### src/rtl/bus_int_addr_pkg.sv
// Address map of the settings and readback buses
// Addresses are exact matches; no block decoding, no byte lanes
package bus_int_addr_pkg;

   //----------------------------------------------------------------------
   // Bus widths
   //----------------------------------------------------------------------
   localparam int SR_AWIDTH = 8;
   localparam int RB_AWIDTH = 8;
   // Shared by settings data and readback data
   localparam int DATA_W    = 32;

   //----------------------------------------------------------------------
   // Settings bus write addresses
   //----------------------------------------------------------------------
   localparam logic [SR_AWIDTH-1:0] SR_LEDS       = 0;
   localparam logic [SR_AWIDTH-1:0] SR_SW_RST     = 1;
   localparam logic [SR_AWIDTH-1:0] SR_CLOCK_CTRL = 2;
   // One rate-select register per SFP+ cage
   localparam logic [SR_AWIDTH-1:0] SR_SFPP_CTRL0 = 8;
   localparam logic [SR_AWIDTH-1:0] SR_SFPP_CTRL1 = 9;
   // Any write here clears the sticky FIFO word, data ignored
   localparam logic [SR_AWIDTH-1:0] SR_FIFOFLAGS  = 10;

   //----------------------------------------------------------------------
   // Readback addresses
   //----------------------------------------------------------------------
   localparam logic [RB_AWIDTH-1:0] RB_COUNTER      = 0;
   localparam logic [RB_AWIDTH-1:0] RB_CLK_STATUS   = 3;
   localparam logic [RB_AWIDTH-1:0] RB_COMPAT_NUM   = 6;
   // Strobed reads here clear that cage's change bits
   localparam logic [RB_AWIDTH-1:0] RB_SFPP_STATUS0 = 8;
   localparam logic [RB_AWIDTH-1:0] RB_SFPP_STATUS1 = 9;
   localparam logic [RB_AWIDTH-1:0] RB_FIFOFLAGS    = 10;

endpackage

### src/rtl/setting_reg.sv
// Single settings-bus register, takes the low WIDTH bits of the data word
// Exact address match; o_changed pulses even when the value is the same
`timescale 1ns/1ps

module setting_reg #(
   parameter logic [bus_int_addr_pkg::SR_AWIDTH-1:0] MY_ADDR = '0,
   parameter int WIDTH = 1,
   parameter logic [WIDTH-1:0] AT_RESET = '0
) (
   input  logic                                   clk,
   input  logic                                   reset,
   input  logic                                   i_set_stb,
   input  logic [bus_int_addr_pkg::SR_AWIDTH-1:0] i_set_addr,
   input  logic [bus_int_addr_pkg::DATA_W-1:0]    i_set_data,
   output logic [WIDTH-1:0]                       o_value,
   output logic                                   o_changed
);

   // Write aimed at this register
   logic hit;

   assign hit = i_set_stb && (i_set_addr == MY_ADDR);

   always_ff @(posedge clk) begin
      if (reset) begin
         o_value   <= AT_RESET;
         o_changed <= 1'b0;
      end else begin
         // Pulse lines up with the new value
         o_changed <= hit;
         if (hit) begin
            o_value <= i_set_data[WIDTH-1:0];
         end
      end
   end

endmodule

### config.mk
export PLATFORM = sky130hd
export DESIGN_NAME = setting_reg
export DESIGN_NICKNAME = d
export VERILOG_FILES = /design/src/rtl/bus_int_addr_pkg.sv /design/src/rtl/setting_reg.sv
export SDC_FILE = /design/constraint.sdc
export NUM_CORES = 1
export LEC_CHECK = 0
export BUFFER_PORTS_ARGS = -buffer_cell sky130_fd_sc_hd__buf_4
export CORE_AREA = 2 2 39 41
export CTS_CLUSTER_SIZE = 40
export DETAILED_ROUTE_END_ITERATION = 10
export DIE_AREA = 0 0 41 43
export MAX_ROUTING_LAYER = met4
export PLACE_DENSITY_LB_ADDON = 0.12
export SYNTH_ARGS = -nofsm -noshare
export SYNTH_HDL_FRONTEND = slang
export SYNTH_SLANG_ARGS = --single-unit
### constraint.sdc
create_clock -name clk -period 1.4 [get_ports clk]
set_input_delay 0.21 -clock clk [delete_from_list [all_inputs] [get_ports clk]]
set_output_delay 0.21 -clock clk [all_outputs]
set_load 0.01 [all_outputs]
## Yosys cells after proc, flatten, opt, wreduce, memory -nomap -nowiden

Index checks and enable logic that the tools add are counted.
Widths: inputs -> output; s select.

| storage, ports and cells | value |
|---|---|
| word-level logic and storage cells | 4 |
| register bits | 2 |
| input bits | 43 |
| output and inout port bits | 2 |

| cells by class | value |
|---|---|
| reduce and logical (&&, ||, !) cells | 2 |

Operators with widths:

| cell | count |
|---|---|
| $logic_not 8->1 | 1 |
| $logic_and 1x1->1 | 1 |

## Longest topological paths before layout

| logic depth | value |
|---|---|
| depth after elaboration | 2 |
| mapped depth | 3 |
| mapped depth without buffers | 3 |

## Least setup slack after synthesis

Ideal clock, no wire load.

| timing | value |
|---|---|
| path type | input to register |
| start | input port i_set_addr[4] (netlist bit) |
| end | register o_value |
| stages on the path | 3 |
| required time | 1.328 ns |
| arrival | 1.160 ns |
| slack | 0.169 ns |
| path buffers | 0 |
| cells stage by stage | or4b_4 nor4_4 mux2i_1 |

| between the ends | value |
|---|---|
| longest elaborated chain between the ends | 2 |

RTL lines:

| what | line | RTL |
|---|---|---|
| from (decl) | setting_reg.sv:13 | `input logic [bus_int_addr_pkg::SR_AWIDTH-1:0] i_set_addr,` |
| $logic_not 8->1 | setting_reg.sv:22 | `assign hit = i_set_stb && (i_set_addr == MY_ADDR);` |
| $logic_and 1x1->1 | setting_reg.sv:22 |  |
| to (signal assigned) | setting_reg.sv:32 | `o_value <= i_set_data[WIDTH-1:0];` |
| to (decl) | setting_reg.sv:15 | `output logic [WIDTH-1:0] o_value,` |

Every way passes these cells.
A chain may end at the register's enable or synchronous reset.

## Worst setup path in the final report

Ends and elaborated chain as after synthesis.

==> impl_results.md <==
* Outcome: finished, final reports clean
* Gate Count Post-Synth at 9
* Max-cap violations at 0
* Total leakage power at 0.1103 nW
* Critical Path RT at 1.55 ns
* Clock tree root driver cell: clkbuf_4
* Starting Density at 7.957%
* Sink Count at 2
* Post-synthesis sequential area ratio at 36.36%
* Largest incremental delay on the critical path at 0.54 ns
* Slowest-stage cell, CP: or4b_4
* TritonCTS clock tree: yes
* WP data arrival at 1.32 ns
* WL/cell at 7.829 um
* Worst r2r src: o_value$_SDFFE_PP0P_
* Synth Warn # at 0
* Post-synth EDFFs at 0
* Ys async rst share at 0%
* Clock insertion delay at the later pin of the skew report at 0.22 ns
* Worst R2R End: o_value$_SDFFE_PP0P_
* Core ar. at 0.001384 sq mm
* Cell Area, Synth at 110.1 sq um
* Total global routing overflow at 0
* Final hold viol count at 0
* Critical path startpoint category: input pin
* Final count of pins violating max slew at 0
* Hold EP: o_changed$_SDFF_PP0_
* Layout cells sized above 1 at 72.00%
* Top cells by area, synth: dfxtp_1, nor4_4, or4b_4, nand2b_1, mux2i_1
* Highest clock rate at 859.5 MHz
* Buf/Inv on CP at 1
* Top cells by count, synth: dfxtp_1, nand2b_1
* #FFs+latches synth at 2
* Yosys cell types at 7
* First-pass DRT Iterations at 1
* I/O pins at 45
* Die W at 41 um
* Post-DR vias/cell at 3.122
* Num CTS Buffers at 3
* VDD IR max at 0.0001094 V
* # diodes at 0
* RePlAce Congestion at 0.4876
* Synth area leader: dfxtp_1
* Synth Net Count at 52
* Vias in the first global route at 146
* Hold crit path type: in -> reg
* Row count at 14
* H-tree lvl count at 1
* Post-CTS Setup Repair Bufs at 0
* I/O Buffers at 13
* Ratio of total power to cell area at 858.4 mW/mm^2
* Hold path start: reset
* Crit path capture type: flip-flop
* Crit Path Max Fanout at 2
* WL final at 321 um
* CTS Buffer Depth at 2
* Number of antenna violations at the first check in global routing at 0
* Die Area at 0.001763 sq mm
* Fin crit share at 83.11%
* Hold buffers post-CTS at 0
* Area grow syn2layout at 127.3%
* Worst r2r path cells at 2
* Setup TNS at 0 ns
* Largest net degree at the start of global routing at 4
* Crit Path Category: in -> reg
* Final number of setup-violating endpoints at 0
* Antenna Nets Post-Route at 0
* Cts repair resizes at 0
* Total number of vias at 128
* Post-synth top area share at 36.36%
* Final instance area at 250.2 sq um
* Mean Syn Cell Area at 12.23 sq um
* Slew @ Worst Pin at 0.2338 ns
* Final min period at 1.163 ns
* GRT Total Usage at 5.128%
* Starting DRT DRC Count at 0
* Crit-path cells: buf_4 > or4b_4 > nor4_4 > mux2i_1
* Placed inst area at 227.7 sq um
* Fin Hold WS at 0.1584 ns
* Drt drc at 0
* Nets at 70
* Reg2reg setup slack at 0.83 ns
* Hold depth at 2
* Fin Clk Skew at 0 ns
* Worst path top cell family by delay: simple AND/OR/NAND/NOR gates
* Power Total at 0.2148 mW
* Unrepaired setup endpoints after global routing: false
* First-pass GRT wire length at 510 um
* Top FF cell, synth: dfxtp_1
* Chip Height at 43 um
* Clk pin slew, worst setup/hold paths at 0.03 ns
* Rel. slew slack at 84.29%
[area by class of cell]
| class | count | area (sq um) |
|---|---|---|
| flip-flops and latches | 2 | 40.04 |
| repair buffers | 13 | 97.59 |
| well taps | 16 | 20.02 |
| fillers | 162 | 1134 |
| clock buffers | 3 | 22.52 |
| multi-input cells | 7 | 70.07 |
[worst max-delay path by stage]
stage                                       to  cells past startpoint  slack (ns)           from
after CTS                 o_value$_SDFFE_PP0P_                      4        0.23  i_set_addr[4]
final                     o_value$_SDFFE_PP0P_                      4        0.24  i_set_addr[4]
after floorplan           o_value$_SDFFE_PP0P_                      3        0.17  i_set_addr[4]
after detailed placement  o_value$_SDFFE_PP0P_                      4       -0.01  i_set_addr[4]
after global routing      o_value$_SDFFE_PP0P_                      4        0.19  i_set_addr[4]
after global placement    o_value$_SDFFE_PP0P_                      4       0.006  i_set_addr[4]
[state kept, by name, summed over array words and instances (netlist names)]
register	cells
o_changed	1
o_value	1
[per-layer routing]
metal / GRT usage (%) / vias to the layer above / wire length [um]
met3: 1.571 / 0 / 9
met5: - / - / 0
met1: 2.229 / 59 / 94
met2: 8.750 / 4 / 217
li1: - / 65 / -
met4: 8.000 / 0 / 0
[power breakdown]
part	switching [mW]	total (mW)	internal (mW)	leakage, nW
logic	0.00765	0.0304	0.0227	0.0804
registers	0.0000239	0.0575	0.0575	0.0161
clock network	0.0324	0.127	0.0945	0.0138
[stage by stage]
stage	utilization [%]	std cells	worst slack, ns
finish	18.08	41	0.2365
global route	18.08	41	0.1892
floorplan	-	9	0.1687
CTS	18.08	41	0.2260
global placement	16.46	38	0.006086
detailed placement	16.46	38	-0.01040
[layout by cell type, fill, tap and decap left out]
master and count:
buf_4 13, clkbuf_4 3, nand2b_1 2, dfxtp_1 2
or4b_4 1, or3_1 1, nor4_4 1, mux2i_1 1
nor2b_1 1
[worst register-to-register path: stages, from the launching register on]
cell,delay (ns)
dfxtp_1,0.32
nand2b_1,0.06
mux2i_1,0.12
[cells by family after synthesis]
logic type	after synthesis	share of synthesized area, %
AND/OR/NAND/NOR	6	54.55
flip-flops	2	36.37
multiplexers	1	9.091
(Power assumes the default switching activity.)
