===== src/rtl/bus_int_addr_pkg.sv =====
// Address map of the settings and readback buses
// Addresses are exact matches; no block decoding, no byte lanes
package bus_int_addr_pkg;

   //----------------------------------------------------------------------
   // Bus widths
   //----------------------------------------------------------------------
   localparam int SR_AWIDTH = 8;
   localparam int RB_AWIDTH = 8;
   // Shared by settings data and readback data
   localparam int DATA_W    = 32;

   //----------------------------------------------------------------------
   // Settings bus write addresses
   //----------------------------------------------------------------------
   localparam logic [SR_AWIDTH-1:0] SR_LEDS       = 0;
   localparam logic [SR_AWIDTH-1:0] SR_SW_RST     = 1;
   localparam logic [SR_AWIDTH-1:0] SR_CLOCK_CTRL = 2;
   // One rate-select register per SFP+ cage
   localparam logic [SR_AWIDTH-1:0] SR_SFPP_CTRL0 = 8;
   localparam logic [SR_AWIDTH-1:0] SR_SFPP_CTRL1 = 9;
   // Any write here clears the sticky FIFO word, data ignored
   localparam logic [SR_AWIDTH-1:0] SR_FIFOFLAGS  = 10;

   //----------------------------------------------------------------------
   // Readback addresses
   //----------------------------------------------------------------------
   localparam logic [RB_AWIDTH-1:0] RB_COUNTER      = 0;
   localparam logic [RB_AWIDTH-1:0] RB_CLK_STATUS   = 3;
   localparam logic [RB_AWIDTH-1:0] RB_COMPAT_NUM   = 6;
   // Strobed reads here clear that cage's change bits
   localparam logic [RB_AWIDTH-1:0] RB_SFPP_STATUS0 = 8;
   localparam logic [RB_AWIDTH-1:0] RB_SFPP_STATUS1 = 9;
   localparam logic [RB_AWIDTH-1:0] RB_FIFOFLAGS    = 10;

endpackage


===== src/rtl/bus_int_board_pkg.sv =====
// Board-level facts: compat number, pin field widths, reset values
// Widths here must match the board pinout
package bus_int_board_pkg;

   // Compat number, major in the high half of the readback word
   localparam logic [15:0] COMPAT_MAJOR = 16'h0008;
   localparam logic [15:0] COMPAT_MINOR = 16'h0000;

   //----------------------------------------------------------------------
   // Board control and status field widths
   //----------------------------------------------------------------------
   localparam int LEDS_W         = 8;
   localparam int SW_RST_W       = 4;
   localparam int CLOCK_CTRL_W   = 7;
   localparam int CLOCK_STATUS_W = 5;

   // Bit 6 set, GPSDO on out of reset
   localparam logic [CLOCK_CTRL_W-1:0] CLOCK_CTRL_RESET = 7'h40;

   //----------------------------------------------------------------------
   // SFP+ cages and FIFO monitor
   //----------------------------------------------------------------------
   // Rate-select pins per cage, open drain
   localparam int SFPP_RS_W      = 2;
   // Three change bits above three level bits
   localparam int SFPP_STATUS_W  = 6;
   // External FIFO flags, active low
   localparam int NUM_FIFO_FLAGS = 4;

endpackage


===== src/rtl/setting_reg.sv =====
// Single settings-bus register, takes the low WIDTH bits of the data word
// Exact address match; o_changed pulses even when the value is the same
`timescale 1ns/1ps

module setting_reg #(
   parameter logic [bus_int_addr_pkg::SR_AWIDTH-1:0] MY_ADDR = '0,
   parameter int WIDTH = 1,
   parameter logic [WIDTH-1:0] AT_RESET = '0
) (
   input  logic                                   clk,
   input  logic                                   reset,
   input  logic                                   i_set_stb,
   input  logic [bus_int_addr_pkg::SR_AWIDTH-1:0] i_set_addr,
   input  logic [bus_int_addr_pkg::DATA_W-1:0]    i_set_data,
   output logic [WIDTH-1:0]                       o_value,
   output logic                                   o_changed
);

   // Write aimed at this register
   logic hit;

   assign hit = i_set_stb && (i_set_addr == MY_ADDR);

   always_ff @(posedge clk) begin
      if (reset) begin
         o_value   <= AT_RESET;
         o_changed <= 1'b0;
      end else begin
         // Pulse lines up with the new value
         o_changed <= hit;
         if (hit) begin
            o_value <= i_set_data[WIDTH-1:0];
         end
      end
   end

endmodule


===== src/rtl/fifo_flag_monitor.sv =====
// Sticky capture of active-low FIFO flags; any write to CLEAR_ADDR clears
// A flag still low during the clear sets its bit again right after
`timescale 1ns/1ps

module fifo_flag_monitor #(
   parameter logic [bus_int_addr_pkg::SR_AWIDTH-1:0] CLEAR_ADDR =
      bus_int_addr_pkg::SR_FIFOFLAGS
) (
   input  logic                                         clk,
   input  logic                                         reset,
   input  logic                                         i_set_stb,
   input  logic [bus_int_addr_pkg::SR_AWIDTH-1:0]       i_set_addr,
   input  logic [bus_int_addr_pkg::DATA_W-1:0]          i_set_data,
   input  logic [bus_int_board_pkg::NUM_FIFO_FLAGS-1:0] i_fifo_flags,
   output logic [bus_int_addr_pkg::DATA_W-1:0]          o_flags
);

   import bus_int_addr_pkg::*;
   import bus_int_board_pkg::*;

   logic                      clear;
   logic [NUM_FIFO_FLAGS-1:0] sticky;

   // Only the write pulse matters, value is dropped
   setting_reg #(
      .MY_ADDR (CLEAR_ADDR),
      .WIDTH   (1)
   ) clear_reg (
      .clk        (clk),
      .reset      (reset),
      .i_set_stb  (i_set_stb),
      .i_set_addr (i_set_addr),
      .i_set_data (i_set_data),
      .o_value    (),
      .o_changed  (clear)
   );

   // Clear wins over a flag low in the same cycle
   always_ff @(posedge clk) begin
      if (reset || clear) begin
         sticky <= '0;
      end else begin
         sticky <= sticky | ~i_fifo_flags;
      end
   end

   assign o_flags = {{(DATA_W - NUM_FIFO_FLAGS){1'b0}}, sticky};

endmodule


===== config.mk =====
export PLATFORM = sky130hd
export DESIGN_NAME = fifo_flag_monitor
export DESIGN_NICKNAME = d
export VERILOG_FILES = /design/src/rtl/bus_int_addr_pkg.sv /design/src/rtl/bus_int_board_pkg.sv /design/src/rtl/setting_reg.sv /design/src/rtl/fifo_flag_monitor.sv
export SDC_FILE = /design/constraint.sdc
export NUM_CORES = 1
export LEC_CHECK = 0
export BUFFER_PORTS_ARGS = -buffer_cell sky130_fd_sc_hd__buf_2
export CORE_MARGIN = 3
export CORE_UTILIZATION = 23
export DETAILED_ROUTE_END_ITERATION = 7
export PLACE_DENSITY = 0.77
export SETUP_SLACK_MARGIN = 0.5
export SYNTH_ARGS = -nofsm -noshare
export SYNTH_HDL_FRONTEND = slang
export SYNTH_SLANG_ARGS = --single-unit

===== constraint.sdc =====
create_clock -name clk -period 1 [get_ports clk]
set_clock_uncertainty 0.05 [all_clocks]
set_input_delay 0 -clock clk [delete_from_list [all_inputs] [get_ports clk]]
set_output_delay 0 -clock clk [all_outputs]
set_load 0.01 [all_outputs]

# Yosys cells after proc, flatten, opt, wreduce, memory -nomap -nowiden
# Cells that the tools add are included.
[word_totals]
input_bits = 47
register_bits = 5
output_inout_bits = 32
[op_classes]
bitwise_logic = 2
n_eq_ne = 1
n_reduce_logical = 2
[op_table]
columns = ["op", "count"]
rows = [
  ["equality test 8 x 4 -> 1 bit (second input constant)", 1],
  ["inverter 4 bit", 1],
  ["bitwise OR 4 bit", 1],
  ["logical AND 1 bit", 1],
  ["logical OR 1 bit", 1],
]

# Logic depth before layout (Yosys ltp)
# Gate-level depths: netlist (run 1).
[depth]
ltp_word = 2
mapped_depth = 2
mapped_depth_nobuf = 2

# Cells and area by module
# Synthesis (run 1) repeated with hierarchy kept, for this count alone.
[unflattened]
hier_cells = 51
hier_area_um2 = 455.4
[by_module_without_submodules]
columns = ["mod", "seq_area_each_um2", "cells_each", "instances", "area_each_um2"]
rows = [
  ["fifo_flag_monitor", 80.1, 42, 1, 352.8],
  ["setting_reg", 40.0, 9, 1, 102.6],
]

# Worst setup path after synthesis (run 1)
# No wires, ideal clock.
[synth_path]
path_kind = "register to register"
start = "register clear_reg.o_changed"
end = "register sticky[0]"
period_less_slack_ns = 0.797
setup_time_ns = 0.070
path_stages_with_launch = 3
t_arrival_ns = 0.677
required_ns = 0.880
setup_slack_ns = 0.203
path_buffers = 0
path_cell_list = "dfxtp_1 > or2_2 > a21oi_1"
[synth_via]
elab_chain_len = 1
[synth_lines]
columns = ["element", "line_no", "text"]
rows = [
  ["from (decl)", "setting_reg.sv:16", "output logic o_changed"],
  ["from (signal assigned)", "setting_reg.sv:30", "o_changed <= hit;"],
  ["logical OR 1 bit", "fifo_flag_monitor.sv:40", "if (reset || clear) begin"],
  ["to (signal assigned)", "fifo_flag_monitor.sv:43", "sticky <= sticky | ~i_fifo_flags;"],
  ["to (decl)", "fifo_flag_monitor.sv:22", "logic [NUM_FIFO_FLAGS-1:0] sticky;"],
]
# Every way passes these cells.
# A chain may end at the register's enable or synchronous reset.

# Worst setup path in the final report (run 1)
[layout_path]
start = "register clear_reg.o_changed"
end = "register sticky[2]"
# The elaborated chain is that of the path after synthesis.

==> results of run 1 <==
## kinds of logic after synthesis
logic type	Yosys count
flip-flops	5
AND/OR/NAND/NOR	4
other	1
AO/OA/AOI/OAI	4
buffers and inverters	32
## path summary, 6_finish.rpt
| kind | depth (start not counted) | to | slack, ns | startpoint |
|---|---|---|---|---|
| min | 2 | sticky[3] | -0.11 | i_fifo_flags[3] |
| min reg2reg | 2 | sticky[3] | 0.39 | sticky[3] |
| max | 2 | sticky[2] | 0.23 | clear_reg.o_changed |
| max reg2reg | 2 | sticky[2] | 0.23 | clear_reg.o_changed |
## flip-flops by register name, indices dropped and copies added (netlist names)
name and cells:
sticky 4, clear_reg.o_changed 1
## where the power goes
part	switching, mW	internal [mW]	total (mW)
logic	0.0794	0.0491	0.129
clock network	0.0794	0.151	0.230
registers	0.00655	0.214	0.220
## cell usage after synthesis
master and n:
or2_2 1, buf_4 28, nor4b_1 2, dfxtp_1 5
conb_1 1, and4b_1 1, a21oi_1 4, inv_1 4
## metal layers
layer / wire length [um] / up-vias / GRT usage [%] / share of wire [%]
met5: 0 / - / 0 / 0
met4: 0 / 0 / 4.97 / 0
met3: 148 / 0 / 4.60 / 23
met2: 334 / 35 / 8.94 / 52
met1: 161 / 115 / 4.37 / 25
li1: - / 129 / - / -
## area by class of cell
| cell class | count | area [sq um] | share of cell area, % |
|---|---|---|---|
| well taps | 16 | 20.0 | 4.36 |
| inverters | 4 | 15.0 | 3.27 |
| repair buffers | 18 | 109 | 23.7 |
| multi-input cells | 36 | 185 | 40.3 |
| clock buffers | 4 | 26.3 | 5.72 |
| flip-flops and latches | 5 | 104 | 22.6 |
## layout by cell type (no fill, tap or decap), drive strengths merged
| cell type | instances |
|---|---|
| clkbuf | 4 |
| inv | 4 |
| nor4b | 2 |
| a21oi | 4 |
| or2 | 1 |
| buf | 18 |
| conb | 28 |
| dfxtp | 5 |
| and4b | 1 |
## repair_timing
action                                 4_1_cts  5_1_grt
endpoints found under the hold margin        5        5
setup endpoints to repair                    8        8
gates resized for setup                      5        4
## worst register-to-register path: cells and delay by family, from the launching register on
kind	cells	cell delay, ns
AOI/OAI and AO/OA	1	0.10
and+or+nand+nor	1	0.25
DFF	1	0.29
==> impl_metrics.env, run 1 <==
export IMPL_status="complete, but fails checks"
export IMPL_violations="negative hold slack"
export IMPL_clock_latency_ns=0.24
export IMPL_nets=115
export IMPL_netlist_area_leader_share_pct=54.9
export IMPL_fillers=169
export IMPL_synth_top_area_cell="buf_4"
export IMPL_crit_arrival_ns=0.88
export IMPL_cts_clk_slew_worst_paths_ns=0.05
export IMPL_cp_max_fo=4
export IMPL_postCtsSetupBuffers=0
export IMPL_wl_um=643
export IMPL_rsz0062_at_grt="yes"
export IMPL_antenna_found_initial=0
export IMPL_fin_cells=83
export IMPL_rows=14
export IMPL_synth_top_family_by_area="buffers and inverters"
export IMPL_hold_path_class="input pin to flip-flop"
export IMPL_die_h_um=46.8
export IMPL_grt_max_degree=5
export IMPL_cp_slowest_cell="dfxtp_1"
export IMPL_critPathKind="flip-flop to flip-flop"
export IMPL_synth_adder_area_share_pct=0
export IMPL_finalHoldViolCount=5
export IMPL_syn_to_final_growth_pct=19.9
export IMPL_final_area_sq_um=459
export IMPL_ys_ff_latch=5
export IMPL_p_total_mw=0.579
export IMPL_yosys_area_share_simple_pct=8.82
export IMPL_drtPass1Iterations=2
export IMPL_synth_xor_area_share_pct=0
export IMPL_cap_violations=0
export IMPL_dp_hpwl_um=550
export IMPL_startpoint_type="flip-flop"
export IMPL_ir_worst_vdd_v=0.000408
export IMPL_wl_per_cell_um=7.75
export IMPL_root_buffer="clkbuf_4"
export IMPL_powerDensity_nw_per_um2=1260
export IMPL_drive_above_1_share_pct=44.8
export IMPL_fmax_ghz=1.30
export IMPL_post_place_ws_ns=0.240
export IMPL_netlist_top_cells_area="buf_4 55%, dfxtp_1 26%, a21oi_1 5.2%"
export IMPL_synth_compound_area_share_pct=5.23
export IMPL_crit_required_ns=1.11
export IMPL_grtUsageTotal_pct=5.68
export IMPL_synth_warnings=0
export IMPL_port_buffers=18
export IMPL_finalSetupTns_ns=0
export IMPL_drtAntennaViolNets=0
export IMPL_crit_chain="or2_4 -> a21oi_2"
export IMPL_dp_cells=79
export IMPL_syn_avg_cell_area_sq_um=8.32
export IMPL_cts_buffers_inserted=3
export IMPL_chipWidth_um=46.8
export IMPL_cts_sinks=5
export IMPL_htree_levels=1
export IMPL_synth_cell_types=8
export IMPL_finalSetupViolCount=0
export IMPL_dpl_cell_area_sq_um=399
export IMPL_synthCells=46
export IMPL_yosysSeqAreaShare_pct=26.1
export IMPL_grt_overflow=0
export IMPL_fin_util_pct=29.8
export IMPL_grt_pass1_wl_um=759
export IMPL_clk_path_buf_depth=2
export IMPL_gp_congestion=0.590
export IMPL_drc=0
export IMPL_antenna_cells=0
export IMPL_first_iter_violations=2
export IMPL_core_sq_um=1540
export IMPL_grt_pass1_vias=200
export IMPL_crit_buf_inv=0
export IMPL_vias=279
export IMPL_start_util_pct=24.8
export IMPL_finalMaxSlewViolations=0
export IMPL_vias_per_cell=3.36
export IMPL_worst_slack_ns=0.232
export IMPL_endpoint_kind="flip-flop"
export IMPL_cts_tree="yes"
export IMPL_critPathTopFamily="flip-flops"
export IMPL_whs_ns=-0.114
export IMPL_ios=79
export IMPL_period_minus_slack_ns=0.768
export IMPL_netlist_area_sq_um=383
export IMPL_fin_crit_sh_pct=76.8
export IMPL_die_area_sq_um=2190
export IMPL_leakage_nw=0.262
export IMPL_critPathMaxStageDelay_ns=0.29
export IMPL_synth_area_mux_share_pct=0
Power figures use the tool's default switching activity.
==> inputs of run 2 (changes only) <==
- clock period: 1 -> 0.8 ns (I/O delays scaled with it)
==> run 2 against run 1 <==
- critical path depth unchanged
- first-iteration DRC count unchanged
- non-clock buffer count unchanged
- maximum frequency unchanged
- register-to-register slack worse by 0.20 ns
- highest routed layer unchanged
- core utilization up 2.8 points
- routed wire length up 4.5%
- total power up 29%
- via count up 1.1%
- the flow still finishes with violations (negative hold slack)
- cell count unchanged
- cell area up 9.3%
- sequential power up 25%
==> impl_metrics.env, run 2 (same netlist as run 1, synthesis figures left out) <==
export IMPL_status="complete, but fails checks"
export IMPL_violations="negative hold slack"
export IMPL_multiInputGateArea_sq_um=203
export IMPL_hold_depth=2
export IMPL_hp_start="i_fifo_flags[3]"
export IMPL_largestRegisters="sticky (4), clear_reg.o_changed (1)"
export IMPL_ir_worst_vdd_v=0.000512
export IMPL_die_area_sq_um=2190
export IMPL_endpoint_kind="flip-flop"
export IMPL_cts_sinks=5
export IMPL_first_iter_violations=2
export IMPL_drc=0
export IMPL_nets=115
export IMPL_finalMaxSlewViolations=0
export IMPL_grt_max_degree=5
export IMPL_cts_clk_slew_worst_paths_ns=0.05
export IMPL_whs_endpoint="sticky[3]"
export IMPL_startpoint_type="flip-flop"
export IMPL_fin_util_pct=32.5
export IMPL_gp_congestion=0.590
export IMPL_rows=14
export IMPL_final_cell_mix="28 x conb_1, 11 x buf_2, 7 x buf_6"
export IMPL_die_h_um=46.8
export IMPL_grtUsageTotal_pct=6.14
export IMPL_layout_commonest_cell="conb_1"
export IMPL_dp_hpwl_um=550
export IMPL_antenna_cells=0
export IMPL_start_util_pct=24.8
export IMPL_drive_above_1_share_pct=44.8
export IMPL_wl_per_cell_um=8.10
export IMPL_root_buffer="clkbuf_4"
export IMPL_vias=282
export IMPL_ff2ff_path_depth=2
export IMPL_postCtsSetupBuffers=0
export IMPL_fmax_ghz=1.30
export IMPL_finalSetupViolCount=0
export IMPL_htree_levels=1
export IMPL_port_buffers=18
export IMPL_crit_arrival_ns=0.88
export IMPL_wl_um=672
export IMPL_chipWidth_um=46.8
export IMPL_r2r_start="clear_reg.o_changed"
export IMPL_crit_required_ns=0.91
export IMPL_ios=79
export IMPL_cts_tree="yes"
export IMPL_reg2reg_to="sticky[2]"
export IMPL_clock_latency_ns=0.24
export IMPL_cp_max_fo=4
export IMPL_reg2reg_slack_ns=0.03
export IMPL_powerDensity_nw_per_um2=1490
export IMPL_period_minus_slack_ns=0.768
export IMPL_worst_slack_ns=0.0317
export IMPL_ff_latch_area_sq_um=104
export IMPL_whs_ns=-0.114
export IMPL_largest_register="sticky"
export IMPL_post_place_ws_ns=0.0404
export IMPL_leakage_nw=0.281
export IMPL_cap_violations=0
export IMPL_largest_reg_flops=4
export IMPL_core_sq_um=1540
export IMPL_fin_crit_sh_pct=96.0
export IMPL_hold_path_class="input pin to flip-flop"
export IMPL_vias_per_cell=3.40
export IMPL_p_total_mw=0.746
export IMPL_antenna_found_initial=0
export IMPL_rsz0062_at_grt="yes"
export IMPL_drtPass1Iterations=2
export IMPL_syn_to_final_growth_pct=31.0
export IMPL_drtAntennaViolNets=0
export IMPL_fillers=167
export IMPL_grt_overflow=0
export IMPL_clk_path_buf_depth=2
export IMPL_finalHoldViolCount=5
export IMPL_grt_pass1_wl_um=841
export IMPL_grt_pass1_vias=208
export IMPL_cts_buffers_inserted=3
export IMPL_critPathKind="flip-flop to flip-flop"
-- run 2: cell types whose count changed in the layout (fill, tap and decap cells not counted) --
cell / change
buf_2: -4
buf_6: +4
nor4b_2: -2
nor4b_4: +2
-- run 2: power by group --
part | internal (mW) | switching (mW) | total [mW]
clock | 0.188 | 0.0993 | 0.288
combinational | 0.0778 | 0.105 | 0.183
sequential | 0.267 | 0.00819 | 0.275
-- run 2: what timing repair did --
item,in CTS,in global routing
endpoints found under the setup margin,9,9
endpoints found under the hold margin,5,5
gates cloned,0,0
pin swaps,3,1
resized for setup,11,4
-- run 2: worst max path at each step --
stage | start | end | slack (ns) | depth (start not counted)
after floorplan | clear_reg.o_changed | sticky[0] | 0.09 | 2
after global placement | clear_reg.o_changed | sticky[0] | 0.06 | 2
after detailed placement | clear_reg.o_changed | sticky[2] | 0.04 | 2
after CTS | clear_reg.o_changed | sticky[3] | 0.02 | 2
after global routing | clear_reg.o_changed | sticky[1] | -0.02 | 2
final | clear_reg.o_changed | sticky[2] | 0.03 | 2
-- run 2: final cells by class --
type | instances | area share [%]
clock buffer | 4 | 5.24
inverter | 4 | 2.99
multi-input combinational | 36 | 40.4
sequential | 5 | 20.7
tap | 16 | 3.99
timing repair buffer | 18 | 26.7
-- run 2: metal layers --
layer  GRT usage [%]  vias up  wire (um)
li1                -      129          -
met1            5.29      118        180
met2            9.49       35        349
met3            4.60        0        141
met4            4.97        0          0
met5               0        -          0
-- run 2: worst max-delay path, cell delays in order (launching register included) --
cell and delay, ns:
dfxtp_1 0.29, or2_4 0.25, a21oi_2 0.10
-- run 2: metrics by stage --
| step | area [sq um] | setup TNS, ns | std cells | hold slack, ns |
|---|---|---|---|---|
| detailed placement | 399 | 0 | 79 | 0.131 |
| finish | 502 | 0 | 83 | -0.114 |
| floorplan | 499 | 0 | 73 | 0.0420 |
| global placement | 399 | 0 | 79 | 0.131 |
| CTS | 487 | 0 | 83 | -0.124 |
| global route | 502 | -0.0543 | 83 | -0.124 |
