<file path="src/rtl/bus_int_addr_pkg.sv">
// Address map of the settings and readback buses
// Addresses are exact matches; no block decoding, no byte lanes
package bus_int_addr_pkg;

   //----------------------------------------------------------------------
   // Bus widths
   //----------------------------------------------------------------------
   localparam int SR_AWIDTH = 8;
   localparam int RB_AWIDTH = 8;
   // Shared by settings data and readback data
   localparam int DATA_W    = 32;

   //----------------------------------------------------------------------
   // Settings bus write addresses
   //----------------------------------------------------------------------
   localparam logic [SR_AWIDTH-1:0] SR_LEDS       = 0;
   localparam logic [SR_AWIDTH-1:0] SR_SW_RST     = 1;
   localparam logic [SR_AWIDTH-1:0] SR_CLOCK_CTRL = 2;
   // One rate-select register per SFP+ cage
   localparam logic [SR_AWIDTH-1:0] SR_SFPP_CTRL0 = 8;
   localparam logic [SR_AWIDTH-1:0] SR_SFPP_CTRL1 = 9;
   // Any write here clears the sticky FIFO word, data ignored
   localparam logic [SR_AWIDTH-1:0] SR_FIFOFLAGS  = 10;

   //----------------------------------------------------------------------
   // Readback addresses
   //----------------------------------------------------------------------
   localparam logic [RB_AWIDTH-1:0] RB_COUNTER      = 0;
   localparam logic [RB_AWIDTH-1:0] RB_CLK_STATUS   = 3;
   localparam logic [RB_AWIDTH-1:0] RB_COMPAT_NUM   = 6;
   // Strobed reads here clear that cage's change bits
   localparam logic [RB_AWIDTH-1:0] RB_SFPP_STATUS0 = 8;
   localparam logic [RB_AWIDTH-1:0] RB_SFPP_STATUS1 = 9;
   localparam logic [RB_AWIDTH-1:0] RB_FIFOFLAGS    = 10;

endpackage

</file>
<file path="src/rtl/bus_int_board_pkg.sv">
// Board-level facts: compat number, pin field widths, reset values
// Widths here must match the board pinout
package bus_int_board_pkg;

   // Compat number, major in the high half of the readback word
   localparam logic [15:0] COMPAT_MAJOR = 16'h0008;
   localparam logic [15:0] COMPAT_MINOR = 16'h0000;

   //----------------------------------------------------------------------
   // Board control and status field widths
   //----------------------------------------------------------------------
   localparam int LEDS_W         = 8;
   localparam int SW_RST_W       = 4;
   localparam int CLOCK_CTRL_W   = 7;
   localparam int CLOCK_STATUS_W = 5;

   // Bit 6 set, GPSDO on out of reset
   localparam logic [CLOCK_CTRL_W-1:0] CLOCK_CTRL_RESET = 7'h40;

   //----------------------------------------------------------------------
   // SFP+ cages and FIFO monitor
   //----------------------------------------------------------------------
   // Rate-select pins per cage, open drain
   localparam int SFPP_RS_W      = 2;
   // Three change bits above three level bits
   localparam int SFPP_STATUS_W  = 6;
   // External FIFO flags, active low
   localparam int NUM_FIFO_FLAGS = 4;

endpackage

</file>
<file path="src/rtl/readback_ctrl.sv">
// Readback decode plus free-running cycle counter
// o_rb_data is combinational from i_rb_addr; unmapped addresses read 0
`timescale 1ns/1ps

module readback_ctrl (
   input  logic                                         clk,
   input  logic                                         reset,
   input  logic [bus_int_addr_pkg::RB_AWIDTH-1:0]       i_rb_addr,
   input  logic [bus_int_board_pkg::CLOCK_STATUS_W-1:0] i_clock_status,
   input  logic [bus_int_board_pkg::SFPP_STATUS_W-1:0]  i_sfpp0_status,
   input  logic [bus_int_board_pkg::SFPP_STATUS_W-1:0]  i_sfpp1_status,
   input  logic [bus_int_addr_pkg::DATA_W-1:0]          i_fifo_flags_word,
   output logic [bus_int_addr_pkg::DATA_W-1:0]          o_rb_data
);

   import bus_int_addr_pkg::*;
   import bus_int_board_pkg::*;

   // Wraps silently at 2^32
   logic [DATA_W-1:0] counter;

   //----------------------------------------------------------------------
   // Cycle counter
   //----------------------------------------------------------------------
   // Reads zero in the first cycle out of reset
   always_ff @(posedge clk) begin
      if (reset) begin
         counter <= '0;
      end else begin
         counter <= counter + 1'b1;
      end
   end

   //----------------------------------------------------------------------
   // Address decode
   //----------------------------------------------------------------------
   always_comb begin
      case (i_rb_addr)
         RB_COUNTER: begin
            o_rb_data = counter;
         end
         RB_CLK_STATUS: begin
            o_rb_data = DATA_W'(i_clock_status);
         end
         // Major in the high half
         RB_COMPAT_NUM: begin
            o_rb_data = DATA_W'({COMPAT_MAJOR, COMPAT_MINOR});
         end
         RB_SFPP_STATUS0: begin
            o_rb_data = DATA_W'(i_sfpp0_status);
         end
         RB_SFPP_STATUS1: begin
            o_rb_data = DATA_W'(i_sfpp1_status);
         end
         // Already zero-extended by the monitor
         RB_FIFOFLAGS: begin
            o_rb_data = i_fifo_flags_word;
         end
         default: begin
            o_rb_data = '0;
         end
      endcase
   end

endmodule

</file>
<file path="config.mk">
export PLATFORM = sky130hd
export DESIGN_NAME = readback_ctrl
export DESIGN_NICKNAME = d
export VERILOG_FILES = /design/src/rtl/bus_int_addr_pkg.sv /design/src/rtl/bus_int_board_pkg.sv /design/src/rtl/readback_ctrl.sv
export SDC_FILE = /design/constraint.sdc
export NUM_CORES = 1
export LEC_CHECK = 0
export ABC_AREA = 1
export BUFFER_PORTS_ARGS = -buffer_cell sky130_fd_sc_hd__buf_2
export CAP_MARGIN = 15
export CORE_MARGIN = 5
export CORE_UTILIZATION = 45
export DETAILED_ROUTE_END_ITERATION = 7
export PLACE_DENSITY = 0.79
export SETUP_SLACK_MARGIN = 0.5
export SYNTH_ARGS = -nofsm -noshare
export SYNTH_HDL_FRONTEND = slang
export SYNTH_SLANG_ARGS = --single-unit
export TNS_END_PERCENT = 5
</file>
<file path="constraint.sdc">
create_clock -name clk -period 1.5 [get_ports clk]
set_input_delay 0.075 -clock clk [delete_from_list [all_inputs] [get_ports clk]]
set_output_delay 0.075 -clock clk [all_outputs]
set_load 0.01 [all_outputs]
</file>
======== Word-level counts from Yosys, hierarchy flattened ========
Index checks and enable logic that the tools add are counted.
word-level totals
  register bits after elaboration ......... 32
  input bits .............................. 59
cells by class
  add/subtract/negate cells ............... 1
  eq/ne operators ......................... 5
  mux-type cells .......................... 1
  reductions and logical operators ........ 1
operator list
  operator                                                                count
  32-bit one-hot mux with 6 select lines                                  1
  32-bit by 1-bit adder with 32-bit output (second input constant)        1
  8-bit by 4-bit equality test with 1-bit output (second input constant)  3
  8-bit by 2-bit equality test with 1-bit output (second input constant)  1
  8-bit by 3-bit equality test with 1-bit output (second input constant)  1
  8-bit zero test                                                         1

======== Logic depth before layout (Yosys ltp) ========
Gate-level depths: netlist of the first run.
  depth in word-level cells ............... 2
  depth in mapped cells ................... 8
  mapped depth without buffers ............ 8

======== Worst setup path before layout of the first run ========
No wires, ideal clock.
  path kind ............................... register to register
  start ................................... register counter[0]
  end ..................................... register counter[12]
  library setup time ...................... 0.128 ns
  data arrival time ....................... 1.155 ns
  data required time ...................... 1.372 ns
  path slack .............................. 0.218 ns
  stages on the path, launching flop included .. 8
  buffers on the path ..................... 0
  cell sequence ........................... dfxtp_1 > ha_1 > nand2_1 > nor2_4 > nand2_4 > nor2_4 > xor2_1 > nor2_1
on the way
  word-level cells in the longest chain between the ends .. 1
ends and longest elaborated chain
  element                                   RTL line             source
  start, declared                           readback_ctrl.sv:20  logic [DATA_W-1:0] counter;
  start signal, assigned                    readback_ctrl.sv:30  counter <= counter + 1'b1;
  32-bit by 1-bit adder with 32-bit output  readback_ctrl.sv:30
No other way between the ends.
A chain may end at the register's enable or synchronous reset.

======== Worst setup path in the final report of the first run ========
  start ................................... register counter[0]
  end ..................................... register counter[10]
The elaborated chain is that of the path after synthesis.

==> summary.json, run 1 <==
{
  "status": {
    "status": "complete, no violations"
  },
  "floorplanning": {
    "cell_rows": 26,
    "boundaryPins": 91,
    "start_util_pct": 46.5,
    "die_h_um": 82.9,
    "floorplan.die.width_um": 82.9,
    "dieArea_um2": 6860,
    "core-area_um2": 5140
  },
  "min_path": {
    "hold_path.class": "in -> reg"
  },
  "cts": {
    "clkSinkCount": 32,
    "clock_tree.buffer_depth": 2,
    "cts.hold.buffers_added": 0,
    "cts.htree.levels": 2,
    "worstSkewPairLatency_ns": 0.29,
    "cts.root.buffer_cell": "clkbuf_8",
    "cts.clk_slew.worst_paths_ns": 0.06,
    "cts_buffers": 5,
    "tritoncts_clock_tree": "done"
  },
  "drt": {
    "drc": 0,
    "antenna_violating_nets_post_route": 0,
    "avgViaCountPerCell": 4.95,
    "avgRoutedWirePerCell_um": 12.3,
    "drt_pre_antenna_iters": 4,
    "routed_wl_um": 7160,
    "detail_route.iter0.violations": 206,
    "route.vias.total": 2878
  },
  "yosys": {
    "synthesis.instances": 410,
    "yosys_register_bits": 32,
    "yosysWarnings": 0,
    "synth_enable_flop_cells": 0,
    "avgSynthCellArea_um2": 5.83,
    "yosysSeqAreaShare_pct": 26.8,
    "async_sr_flop_fraction_pct": 0,
    "number_of_distinct_library_cell_variants_in_the_gate_level_netlist_after_synthesis": 26,
    "synth-main-ff-cell": "dfxtp_1",
    "synth_area_um2": 2390,
    "synthesis.nets": 470
  },
  "sta": {
    "final-max-slew-violation-count": 0,
    "rsz0062_at_grt": "true",
    "fin_skew_ns": 0.0119,
    "finalHoldViolations": 0,
    "worst-slew-pin-transition_ns": 0.437,
    "fmax_mhz": 744,
    "total_of_endpoints_with_negative_setup_slack_in_the_final_report": 0,
    "final.period_utilization_pct": 89.6,
    "setup-tns-final_ns": 0,
    "fin_crit_ns": 1.34,
    "slew_headroom_pct": 70.8
  },
  "worst_setup_path": {
    "crit_type": "reg -> reg",
    "arrival_worst_endpoint_ns": 1.51,
    "path_max_fanout": 5,
    "critPathCaptureType": "flip-flop",
    "crit_path_required_time_ns": 1.67,
    "start_kind": "flip-flop"
  },
  "finish": {
    "area.growth.synth_to_final_pct": 32.2,
    "flip_flop_count_of_the_largest_register_after_layout": 32,
    "max_flop_register": "counter",
    "insertedDiodeCount": 0,
    "drive_above_1_share_pct": 30.5,
    "largestRegisters": "counter (32)",
    "design.final.nets": 571,
    "final_core_util_pct": 61.4
  },
  "power": {
    "power.leakage_nw": 1.57,
    "ir_worst_vdd_mv": 0.507,
    "power_density_nw_per_um2": 532
  },
  "place": {
    "globalplace.congestion": 0.912,
    "place.port_buffers": 90,
    "detailed_placer_s_ending_hpwl_um": 5740
  },
  "grt": {
    "grt_first_pass_wirelength_um": 11900,
    "grt_start_max_net_pins": 31,
    "aggregate_global_routing_overflow": 0,
    "grt_pass1_vias": 2650,
    "grt.total_usage_pct": 20.4,
    "initial_antenna_violation_count": 0
  },
  "run": {
    "cap_viol_max_count": 0
  }
}
-- power breakdown --
part	leakage (nW)	internal, W	switching [W]
sequential	0.262	0.000856	0.00000857
combinational	1.27	0.0000956	0.0000903
clock	0.0410	0.000315	0.000314
total	1.57	0.00127	0.000413
-- cells in the mapped netlist (2+ instances only) --
cell,n,share of area [%]
dfxtp_1,32,27
o21a_1,2,0.63
clkbuf_1,4,0.63
buf_2,7,1.5
nand2_4,2,0.94
inv_1,28,4.4
nand3b_1,6,1.9
nand2_2,5,1.3
nor2_1,64,10
nor3_1,4,0.84
a21oi_1,19,4.0
nand2_1,135,21
nand4_1,2,0.52
and2_1,3,0.79
buf_4,2,0.63
o21ai_0,4,0.84
nor2_2,7,1.8
nor2_4,7,3.3
xor2_1,5,1.8
nand3_1,66,14
-- cell families (layout without fill, tap and decap cells) --
| group | after synthesis | count (layout) | synth area share (%) |
|---|---|---|---|
| AOI/OAI and AO/OA | 25 | 25 | 5.45 |
| xor gates and xnor gates | 5 | 5 | 1.83 |
| adders and majority gates | 1 | 1 | 0.524 |
| buffers and inverters | 43 | 144 | 7.44 |
| DFF | 32 | 32 | 26.8 |
| and+or+nand+nor | 304 | 304 | 57.9 |
-- path summary, 6_finish.rpt --
kind	cells after the start	slack, ns	from	to
max	7	0.16	counter[0]	counter[10]
min	2	0.11	reset	counter[0]
max reg2reg	7	0.16	counter[0]	counter[10]
min reg2reg	2	0.54	counter[7]	counter[7]
-- layout by cell type, fill, tap and decap left out, types with 8 or more instances in the layout --
master     n
nand3_1   64
buf_2     90
buf_4     16
nor2_4     8
inv_1     28
dfxtp_1   24
a21oi_1   19
nor2_2    10
nor2_1    60
nand2_1  133
-- critical path, cell delays in order, from the launching register on --
cell	delay [ns]
dfxtp_4	0.36
ha_4	0.15
nand2_4	0.06
nor2_4	0.18
nand2_4	0.10
nor2_4	0.14
xor2_1	0.17
nor2_1	0.06
-- repair_timing --
item / in CTS / in global routing
gates cloned: 0 / 0
setup buffers: 3 / 1
pin swaps: 5 / 14
endpoints found under the setup margin: 59 / 61
gates resized for setup: 7 / 13
-- metrics by stage --
step	instances	power, W	hold slack (ns)	worst slack (ns)	area [um^2]
floorplan	410	0.000956	0.255	0.253	2410
global placement	570	0.00105	0.407	0.207	3000
detailed placement	570	0.00106	0.406	0.139	3000
CTS	580	0.00168	0.112	0.160	3110
global route	581	0.00174	0.137	0.0698	3160
finish	581	0.00168	0.110	0.156	3160
-- area by class of cell --
cell class,count,area [um^2]
fill,496,1980
inverter,29,109
timing repair buffer,108,602
tap,70,87.6
clock inverter,1,5.00
sequential,32,656
clock buffer,6,72.6
multi-input combinational,335,1630
-- routing by layer --
layer / vias to the layer above / global-route usage, % / share of wire (%)
met5: - / 0 / 0
met4: 0 / 5.94 / 1.3
met3: 7 / 5.74 / 7.6
met2: 97 / 33.5 / 47
met1: 1263 / 25.9 / 45
li1: 1511 / - / -
(Power assumes the default switching activity.)
==> run 2: changes to the inputs <==
--- a/config.mk
+++ b/config.mk
@@ -8,10 +8,12 @@
 export ABC_AREA = 1
 export BUFFER_PORTS_ARGS = -buffer_cell sky130_fd_sc_hd__buf_2
 export CAP_MARGIN = 15
+export CELL_PAD_IN_SITES_DETAIL_PLACEMENT = 1
+export CELL_PAD_IN_SITES_GLOBAL_PLACEMENT = 2
 export CORE_MARGIN = 5
-export CORE_UTILIZATION = 45
+export CORE_UTILIZATION = 24
 export DETAILED_ROUTE_END_ITERATION = 7
-export PLACE_DENSITY = 0.79
+export PLACE_DENSITY = 0.85
 export SETUP_SLACK_MARGIN = 0.5
 export SYNTH_ARGS = -nofsm -noshare
 export SYNTH_HDL_FRONTEND = slang
==> run 2 against run 1 <==
Effect of this change: global-route usage fell by 5.5 points; count of clock-buffer cells in the layout did not move; combinational power rose by 18%; power rose by 14%; critical path depth did not move; critical endpoint is now counter[27]; highest routed layer unchanged; critical path type unchanged; clock power rose by 33%; sequential share of layout area fell by 1.6 points.
==> summary.json, run 2 (same netlist as run 1, synthesis figures left out) <==
{
  "cts": {
    "cts.clk_slew.worst_paths": {"value": 0.07, "unit": "ns", "change": "about the same"},
    "clock_tree.buffer_depth": {"value": 2, "change": "unchanged"},
    "cts.hold.buffers_added": {"value": 0, "change": "unchanged"},
    "tritoncts_clock_tree": "done",
    "cts.root.buffer_cell": "clkbuf_8",
    "cts.htree.levels": {"value": 2, "change": "unchanged"},
    "cts_buffers": {"value": 5, "change": "unchanged"},
    "clkSinkCount": {"value": 32, "change": "unchanged"},
    "worstSkewPairLatency": {"value": 0.29, "unit": "ns", "change": "about the same"}
  },
  "power": {
    "power.leakage": {"value": 1.67, "unit": "nW", "change": "+6.1%"},
    "power_density": {"value": 548, "unit": "nW/um^2", "change": "+2.9%"},
    "ir_worst_vdd": {"value": 0.281, "unit": "mV", "change": "-45%"}
  },
  "finish": {
    "design.final.nets": {"value": 583, "change": "+2.1%"},
    "stdcell_area": {"value": 3500, "unit": "um^2", "change": "+11%"},
    "drive_above_1_share": {"value": 35.5, "unit": "%", "change": "+5.0 points"},
    "area.growth.synth_to_final_pct": 46.6,
    "filler_cell_count": {"value": 1343, "change": "+170%"},
    "layout_common_cells": "nand2_1 (131), buf_2 (90), nand3_1 (60)",
    "final_core_util": {"value": 36.0, "unit": "%", "change": "-25 points"},
    "layout.cells.most_common": "nand2_1",
    "max_flop_register": "counter",
    "largestRegisters": "counter (32)",
    "insertedDiodeCount": {"value": 0, "change": "unchanged"},
    "flip_flop_count_of_the_largest_register_after_layout": {"value": 32, "change": "unchanged"}
  },
  "worst_setup_path": {
    "crit_path_cell_trace": "nand2_1 > nor2_1 > nand2_1 > nor2_1 > nand3_1 > nand2_1 > nor2_1",
    "critical-path-top-delay-family": "simple AND/OR/NAND/NOR gates",
    "start_kind": "flip-flop",
    "path_max_fanout": {"value": 5, "change": "unchanged"},
    "path_buf_inv": {"value": 0, "change": "unchanged"},
    "timing.critical_path.depth": {"value": 7, "change": "unchanged"},
    "r2r-start": "counter[23]",
    "timing.critical_path.slowest_stage_cell": "dfxtp_1",
    "critPathCaptureType": "flip-flop",
    "critical_path.startpoint": "counter[23]",
    "r2r_cells": {"value": 7, "change": "unchanged"},
    "slowest_delay": {"value": 0.47, "unit": "ns", "change": "+0.11 ns"},
    "crit_type": "reg -> reg",
    "arrival_worst_endpoint": {"value": 1.53, "unit": "ns", "change": "+0.02 ns"},
    "crit_path_required_time": {"value": 1.69, "unit": "ns", "change": "+0.02 ns"}
  },
  "sta": {
    "fmax": {"value": 745, "unit": "MHz", "change": "+0.15%"},
    "rsz0062_at_grt": "true",
    "fin_crit": {"value": 1.34, "unit": "ns", "change": "-0.00207 ns"},
    "fin_skew": {"value": 0.00353, "unit": "ns", "change": "-0.00838 ns"},
    "worst-slew-pin-transition": {"value": 0.416, "unit": "ns", "change": "-0.0209 ns"},
    "final.period_utilization": {"value": 89.5, "unit": "%", "change": "-0.14 points"},
    "slew_headroom": {"value": 72.3, "unit": "%", "change": "+1.5 points"},
    "total_of_endpoints_with_negative_setup_slack_in_the_final_report": {"value": 0, "change": "unchanged"},
    "setup-tns-final": {"value": 0, "unit": "ns", "change": "unchanged"},
    "finalHoldViolations": {"value": 0, "change": "unchanged"},
    "final-max-slew-violation-count": {"value": 0, "change": "unchanged"}
  },
  "drt": {
    "antenna_violating_nets_post_route": {"value": 0, "change": "unchanged"},
    "detail_route.iter0.violations": {"value": 100, "change": "-51%"},
    "routed_wl": {"value": 9370, "unit": "um", "change": "+31%"},
    "avgRoutedWirePerCell": {"value": 14.3, "unit": "um", "change": "+16%"},
    "drt_pre_antenna_iters": {"value": 4, "change": "unchanged"},
    "avgViaCountPerCell": {"value": 4.66, "change": "-6.0%"},
    "drc": {"value": 0, "change": "unchanged"},
    "route.vias.total": {"value": 3059, "change": "+6.3%"}
  },
  "min_path": {
    "hold_path.class": "in -> reg",
    "whs_path_cells": {"value": 3, "change": "+1"},
    "hold_start": "reset"
  },
  "status": {
    "status": "complete, no violations"
  },
  "place": {
    "detailed_placer_s_ending_hpwl": {"value": 7330, "unit": "um", "change": "+28%"},
    "place.port_buffers": {"value": 90, "change": "unchanged"},
    "detailed_place.area": {"value": 3090, "unit": "um^2", "change": "+3.1%"},
    "globalplace.congestion": {"value": 0.897, "change": "-1.6%"}
  },
  "grt": {
    "grt_pass1_vias": {"value": 2968, "change": "+12%"},
    "grt_start_max_net_pins": {"value": 30, "change": "-3.2%"},
    "aggregate_global_routing_overflow": {"value": 0, "change": "unchanged"},
    "grt_first_pass_wirelength": {"value": 14200, "unit": "um", "change": "+20%"},
    "grt.total_usage": {"value": 14.9, "unit": "%", "change": "-5.5 points"},
    "initial_antenna_violation_count": {"value": 0, "change": "unchanged"}
  },
  "floorplanning": {
    "die_h": {"value": 110, "unit": "um", "change": "+32%"},
    "core-area": {"value": 9730, "unit": "um^2", "change": "+89%"},
    "start_util": {"value": 24.5, "unit": "%", "change": "-22 points"},
    "cell_rows": {"value": 36, "change": "+38%"},
    "dieArea": {"value": 12000, "unit": "um^2", "change": "+75%"},
    "floorplan.die.width": {"value": 110, "unit": "um", "change": "+32%"},
    "boundaryPins": {"value": 91, "change": "unchanged"}
  },
  "run": {
    "cap_viol_max_count": {"value": 0, "change": "unchanged"}
  }
}
==> run 2: cell count changes in the layout (fill, tap and decap cells not counted), sizes merged <==
cell / previous run / this run
bufinv: 0 / 1
buf: 108 / 118
clkbuf: 6 / 8
==> run 2: final timing paths <==
path                                     to  slack [ns]
worst min register to register   counter[0]        0.45
worst max register to register  counter[27]        0.16
worst max-delay path            counter[27]        0.16
worst min-delay path             counter[0]        0.13
==> run 2: through the flow <==
stage	power (W)	setup WS, ns	cells	hold slack (ns)
detailed placement	0.00107	0.0401	635	0.451
floorplan	0.000956	0.253	410	0.255
CTS	0.00190	0.145	647	0.129
global route	0.00200	0.0516	657	0.144
finish	0.00192	0.158	657	0.132
global placement	0.00106	0.0819	635	0.444
==> run 2: worst reg2reg max path, cell delays in order, from the launching register on <==
cell	delay (ns)
dfxtp_1	0.47
nand2_1	0.13
nor2_1	0.22
nand2_1	0.09
nor2_1	0.13
nand3_1	0.08
nand2_1	0.07
nor2_1	0.04
==> run 2: layout make-up <==
cell class                 instances  area (um^2)  share of cell area [%]
multi-input combinational        335         1700                    48.4
inverter                          29          111                    3.18
timing repair buffer             120          751                    21.4
tap                              133          166                    4.75
clock inverter                     2         35.0                    1.00
sequential                        32          671                    19.1
clock buffer                       6         72.6                    2.07
==> run 2: where the power goes <==
| group | switching, W | internal (W) | leakage, nW |
|---|---|---|---|
| sequential | 0.00000966 | 0.000852 | 0.266 |
| combinational | 0.000110 | 0.000110 | 1.35 |
| clock | 0.000344 | 0.000493 | 0.0552 |
| total | 0.000463 | 0.00145 | 1.67 |
==> run 2: repair_timing <==
item / in CTS / in global routing
buffers inserted: 4 / 5
resized for setup: 22 / 28
setup endpoints to repair: 60 / 60
pin swaps: 10 / 10
gates cloned: 0 / 5
==> run 2: layer usage <==
metal  up-vias  GRT usage [%]  wire length [um]
li1       1531              -                 -
met3        10           2.64               522
met4         0           3.12                94
met5         -              0                 0
met2        74           26.2              4540
met1      1444           19.0              4210
==> run 3: changes to the inputs <==
==> constraint.sdc (replaced) <==
create_clock -name clk -period 1.3 [get_ports clk]
set_input_delay 0.065 -clock clk [delete_from_list [all_inputs] [get_ports clk]]
set_output_delay 0.065 -clock clk [all_outputs]
set_load 0.01 [all_outputs]
==> run 3 against run 2 <==
Effect of this change: the flow now finishes with violations (setup timing); critical path depth stayed put; sequential power is 15% higher; clock power is 1% higher; final cell count is 1.8% higher; die area stayed put; core utilization is 4.4 points higher; setup slack worse by 0.21 ns; sequential share of layout area is 1.7 points lower; count of clock-buffer cells in the layout is 1 higher; critical path type unchanged; critical endpoint is now counter[12]; largest cell class unchanged.
==> summary.json, run 3 (same netlist as run 1, synthesis figures left out) <==
{
  "status": {
    "status": "complete, but fails checks",
    "violations_in_the_final_reports": "setup timing"
  },
  "worst_setup_path": {
    "path_max_fanout": {"value": 5, "change": "unchanged"},
    "r2r-start": "counter[0]",
    "slowest_delay": {"value": 0.38, "unit": "ns", "change": "-0.09 ns"},
    "crit_path_cell_trace": "ha_4 > nand2_4 > nor2_4 > nand2_4 > nor2_4 > xor2_1 > nor2_1",
    "critPathCaptureType": "flip-flop",
    "crit_path_required_time": {"value": 1.48, "unit": "ns", "change": "-0.21 ns"},
    "timing.critical_path.slowest_stage_cell": "dfxtp_4",
    "crit-reg2reg-capture": "counter[12]",
    "arrival_worst_endpoint": {"value": 1.53, "unit": "ns", "change": "about the same"},
    "crit_type": "reg -> reg",
    "start_kind": "flip-flop",
    "rrSetupSlack": {"value": -0.05, "unit": "ns", "change": "-0.21 ns"},
    "r2r_cells": {"value": 7, "change": "unchanged"}
  },
  "drt": {
    "drt_pre_antenna_iters": {"value": 4, "change": "unchanged"},
    "route.vias.total": {"value": 3098, "change": "+1.3%"},
    "detail_route.iter0.violations": {"value": 151, "change": "+51%"},
    "avgRoutedWirePerCell": {"value": 14.4, "unit": "um", "change": "+1.0%"},
    "drc": {"value": 0, "change": "unchanged"},
    "avgViaCountPerCell": {"value": 4.63, "change": "-0.54%"},
    "routed_wl": {"value": 9640, "unit": "um", "change": "+2.9%"},
    "antenna_violating_nets_post_route": {"value": 0, "change": "unchanged"}
  },
  "power": {
    "p_total": {"value": 0.00211, "unit": "W", "change": "+9.8%"},
    "switching_power": {"value": 0.000516, "unit": "W", "change": "+11%"},
    "ir_worst_vdd": {"value": 0.289, "unit": "mV", "change": "+2.8%"},
    "power.share.sequential": {"value": 47.2, "unit": "%", "change": "+2.3 points"},
    "power_density": {"value": 536, "unit": "nW/um^2", "change": "-2.1%"},
    "combinationalPowerShare": {"value": 12.5, "unit": "%", "change": "+1.0 points"},
    "power.leakage": {"value": 1.94, "unit": "nW", "change": "+16%"},
    "power.clock.fraction": {"value": 40.3, "unit": "%", "change": "-3.3 points"},
    "power.internal": {"value": 0.00159, "unit": "W", "change": "+9.2%"},
    "switching_share": {"value": 24.5, "unit": "%", "change": "+0.36 points"}
  },
  "cts": {
    "cts_buffers": {"value": 5, "change": "unchanged"},
    "clock_tree.buffer_depth": {"value": 2, "change": "unchanged"},
    "cts.htree.levels": {"value": 2, "change": "unchanged"},
    "cts.hold.buffers_added": {"value": 0, "change": "unchanged"},
    "clkSinkCount": {"value": 32, "change": "unchanged"},
    "cts.clk_slew.worst_paths": {"value": 0.07, "unit": "ns", "change": "about the same"},
    "cts.root.buffer_cell": "clkbuf_8",
    "tritoncts_clock_tree": "done",
    "worstSkewPairLatency": {"value": 0.29, "unit": "ns", "change": "about the same"}
  },
  "min_path": {
    "whs_path_cells": {"value": 3, "change": "unchanged"},
    "hold_start": "reset",
    "hold_end": "counter[0]",
    "hold_path.class": "in -> reg"
  },
  "floorplanning": {
    "dieArea": {"value": 12000, "unit": "um^2", "change": "unchanged"},
    "boundaryPins": {"value": 91, "change": "unchanged"},
    "cell_rows": {"value": 36, "change": "unchanged"},
    "floorplan.die.width": {"value": 110, "unit": "um", "change": "unchanged"},
    "core-area": {"value": 9730, "unit": "um^2", "change": "unchanged"},
    "die_h": {"value": 110, "unit": "um", "change": "unchanged"},
    "start_util": {"value": 24.5, "unit": "%", "change": "unchanged"}
  },
  "finish": {
    "final_core_util": {"value": 40.4, "unit": "%", "change": "+4.4 points"},
    "max_flop_register": "counter",
    "layout.cells.most_common": "nand2_1",
    "area.growth.synth_to_final_pct": 64.4,
    "filler_cell_count": {"value": 1288, "change": "-4.1%"},
    "drive_above_1_share": {"value": 49.1, "unit": "%", "change": "+14 points"},
    "flip_flop_count_of_the_largest_register_after_layout": {"value": 32, "change": "unchanged"},
    "insertedDiodeCount": {"value": 0, "change": "unchanged"},
    "design.final.nets": {"value": 596, "change": "+2.2%"},
    "stdcell_area": {"value": 3930, "unit": "um^2", "change": "+12%"},
    "largestRegisters": "counter (32)",
    "layout_common_cells": "nand2_1 (94), buf_2 (77), nand3_1 (58)"
  },
  "sta": {
    "finalHoldViolations": {"value": 0, "change": "unchanged"},
    "final.period_utilization": {"value": 104, "unit": "%", "change": "+15 points"},
    "total_of_endpoints_with_negative_setup_slack_in_the_final_report": {"value": 8, "change": "+8"},
    "slew_headroom": {"value": 82.0, "unit": "%", "change": "+9.7 points"},
    "final-max-slew-violation-count": {"value": 0, "change": "unchanged"},
    "fin_crit": {"value": 1.35, "unit": "ns", "change": "+0.0105 ns"},
    "fin_skew": {"value": 0.00715, "unit": "ns", "change": "+0.00362 ns"},
    "whs": {"value": 0.143, "unit": "ns", "change": "+0.0114 ns"},
    "fmax": {"value": 739, "unit": "MHz", "change": "-0.78%"},
    "rsz0062_at_grt": "true",
    "worst-slew-pin-transition": {"value": 0.270, "unit": "ns", "change": "-0.146 ns"},
    "final.setup.worst_slack": {"value": -0.0523, "unit": "ns", "change": "-0.210 ns"}
  },
  "place": {
    "globalplace.congestion": {"value": 0.849, "change": "-5.4%"},
    "detailed_placer_s_ending_hpwl": {"value": 7520, "unit": "um", "change": "+2.5%"},
    "place_worst_setup_slack": {"value": -0.0795, "unit": "ns", "change": "-0.120 ns"},
    "place.port_buffers": {"value": 90, "change": "unchanged"},
    "detailed_place.area": {"value": 3280, "unit": "um^2", "change": "+6.0%"}
  },
  "grt": {
    "grt_pass1_vias": {"value": 3174, "change": "+6.9%"},
    "grt.total_usage": {"value": 16.0, "unit": "%", "change": "+1.1 points"},
    "initial_antenna_violation_count": {"value": 0, "change": "unchanged"},
    "grt_first_pass_wirelength": {"value": 15200, "unit": "um", "change": "+7.4%"},
    "grt_start_max_net_pins": {"value": 31, "change": "+3.3%"},
    "aggregate_global_routing_overflow": {"value": 0, "change": "unchanged"}
  },
  "run": {
    "cap_viol_max_count": {"value": 0, "change": "unchanged"}
  }
}
[run 3: cell count changes in the layout (fill, tap and decap cells not counted), sizes merged]
cell / before / now
bufinv: 1 / 0
clkinv: 1 / 0
buf: 118 / 133
clkbuf: 8 / 7
[run 3: per-stage QoR]
step                      TNS [ns]  cells
after floorplan                  0    410
after global placement     -0.0921    658
after detailed placement    -0.612    658
after CTS                  -0.0874    667
after global routing         -1.23    669
final                       -0.144    669
[run 3: how the worst max path moves through the flow]
stage / end / start / cells past startpoint / slack (ns)
detailed placement: counter[28] / counter[0] / 8 / -0.08
floorplan: counter[12] / counter[1] / 7 / 0.05
global route: counter[10] / counter[0] / 7 / -0.12
CTS: counter[10] / counter[1] / 7 / -0.03
finish: counter[12] / counter[0] / 7 / -0.05
global placement: counter[30] / counter[12] / 7 / -0.03
[run 3: layer usage]
| layer | vias to the layer above | GRT usage [%] | wire [um] |
|---|---|---|---|
| met5 | - | 0 | 0 |
| met3 | 6 | 2.29 | 416 |
| met4 | 0 | 3.47 | 83 |
| met2 | 58 | 29.3 | 4930 |
| li1 | 1557 | - | - |
| met1 | 1477 | 19.5 | 4210 |
[run 3: critical path, delay by kind of cell, from the launching register on]
family                   cells  cell delay (ns)
adder cells (fa/ha/maj)      1             0.15
XOR/XNOR                     1             0.19
flip-flops                   1             0.38
AND/OR/NAND/NOR              5             0.52
[run 3: layout make-up]
class	count	area [um^2]	area share, %
Sequential cell	32	686	17.5
Timing Repair Buffer	133	997	25.4
Clock buffer	7	96.3	2.45
Tap cell	133	166	4.24
Multi-Input combinational cell	335	1870	47.6
Inverter	29	111	2.84
[run 3: repair_timing]
action	in CTS	in global routing
pin swaps	30	29
buffers inserted	2	2
gates resized for setup	107	57
setup endpoints to repair	62	63
[run 3: power by group through the flow]
stage                     Sequential, W  Combinational [W]  Clock (W)
final                          0.000994           0.000263   0.000848
after global routing           0.000995           0.000292   0.000903
after CTS                      0.000997           0.000257   0.000870
after detailed placement        0.00102           0.000221          0
after global placement          0.00102           0.000213          0
after floorplan                 0.00102          0.0000831          0
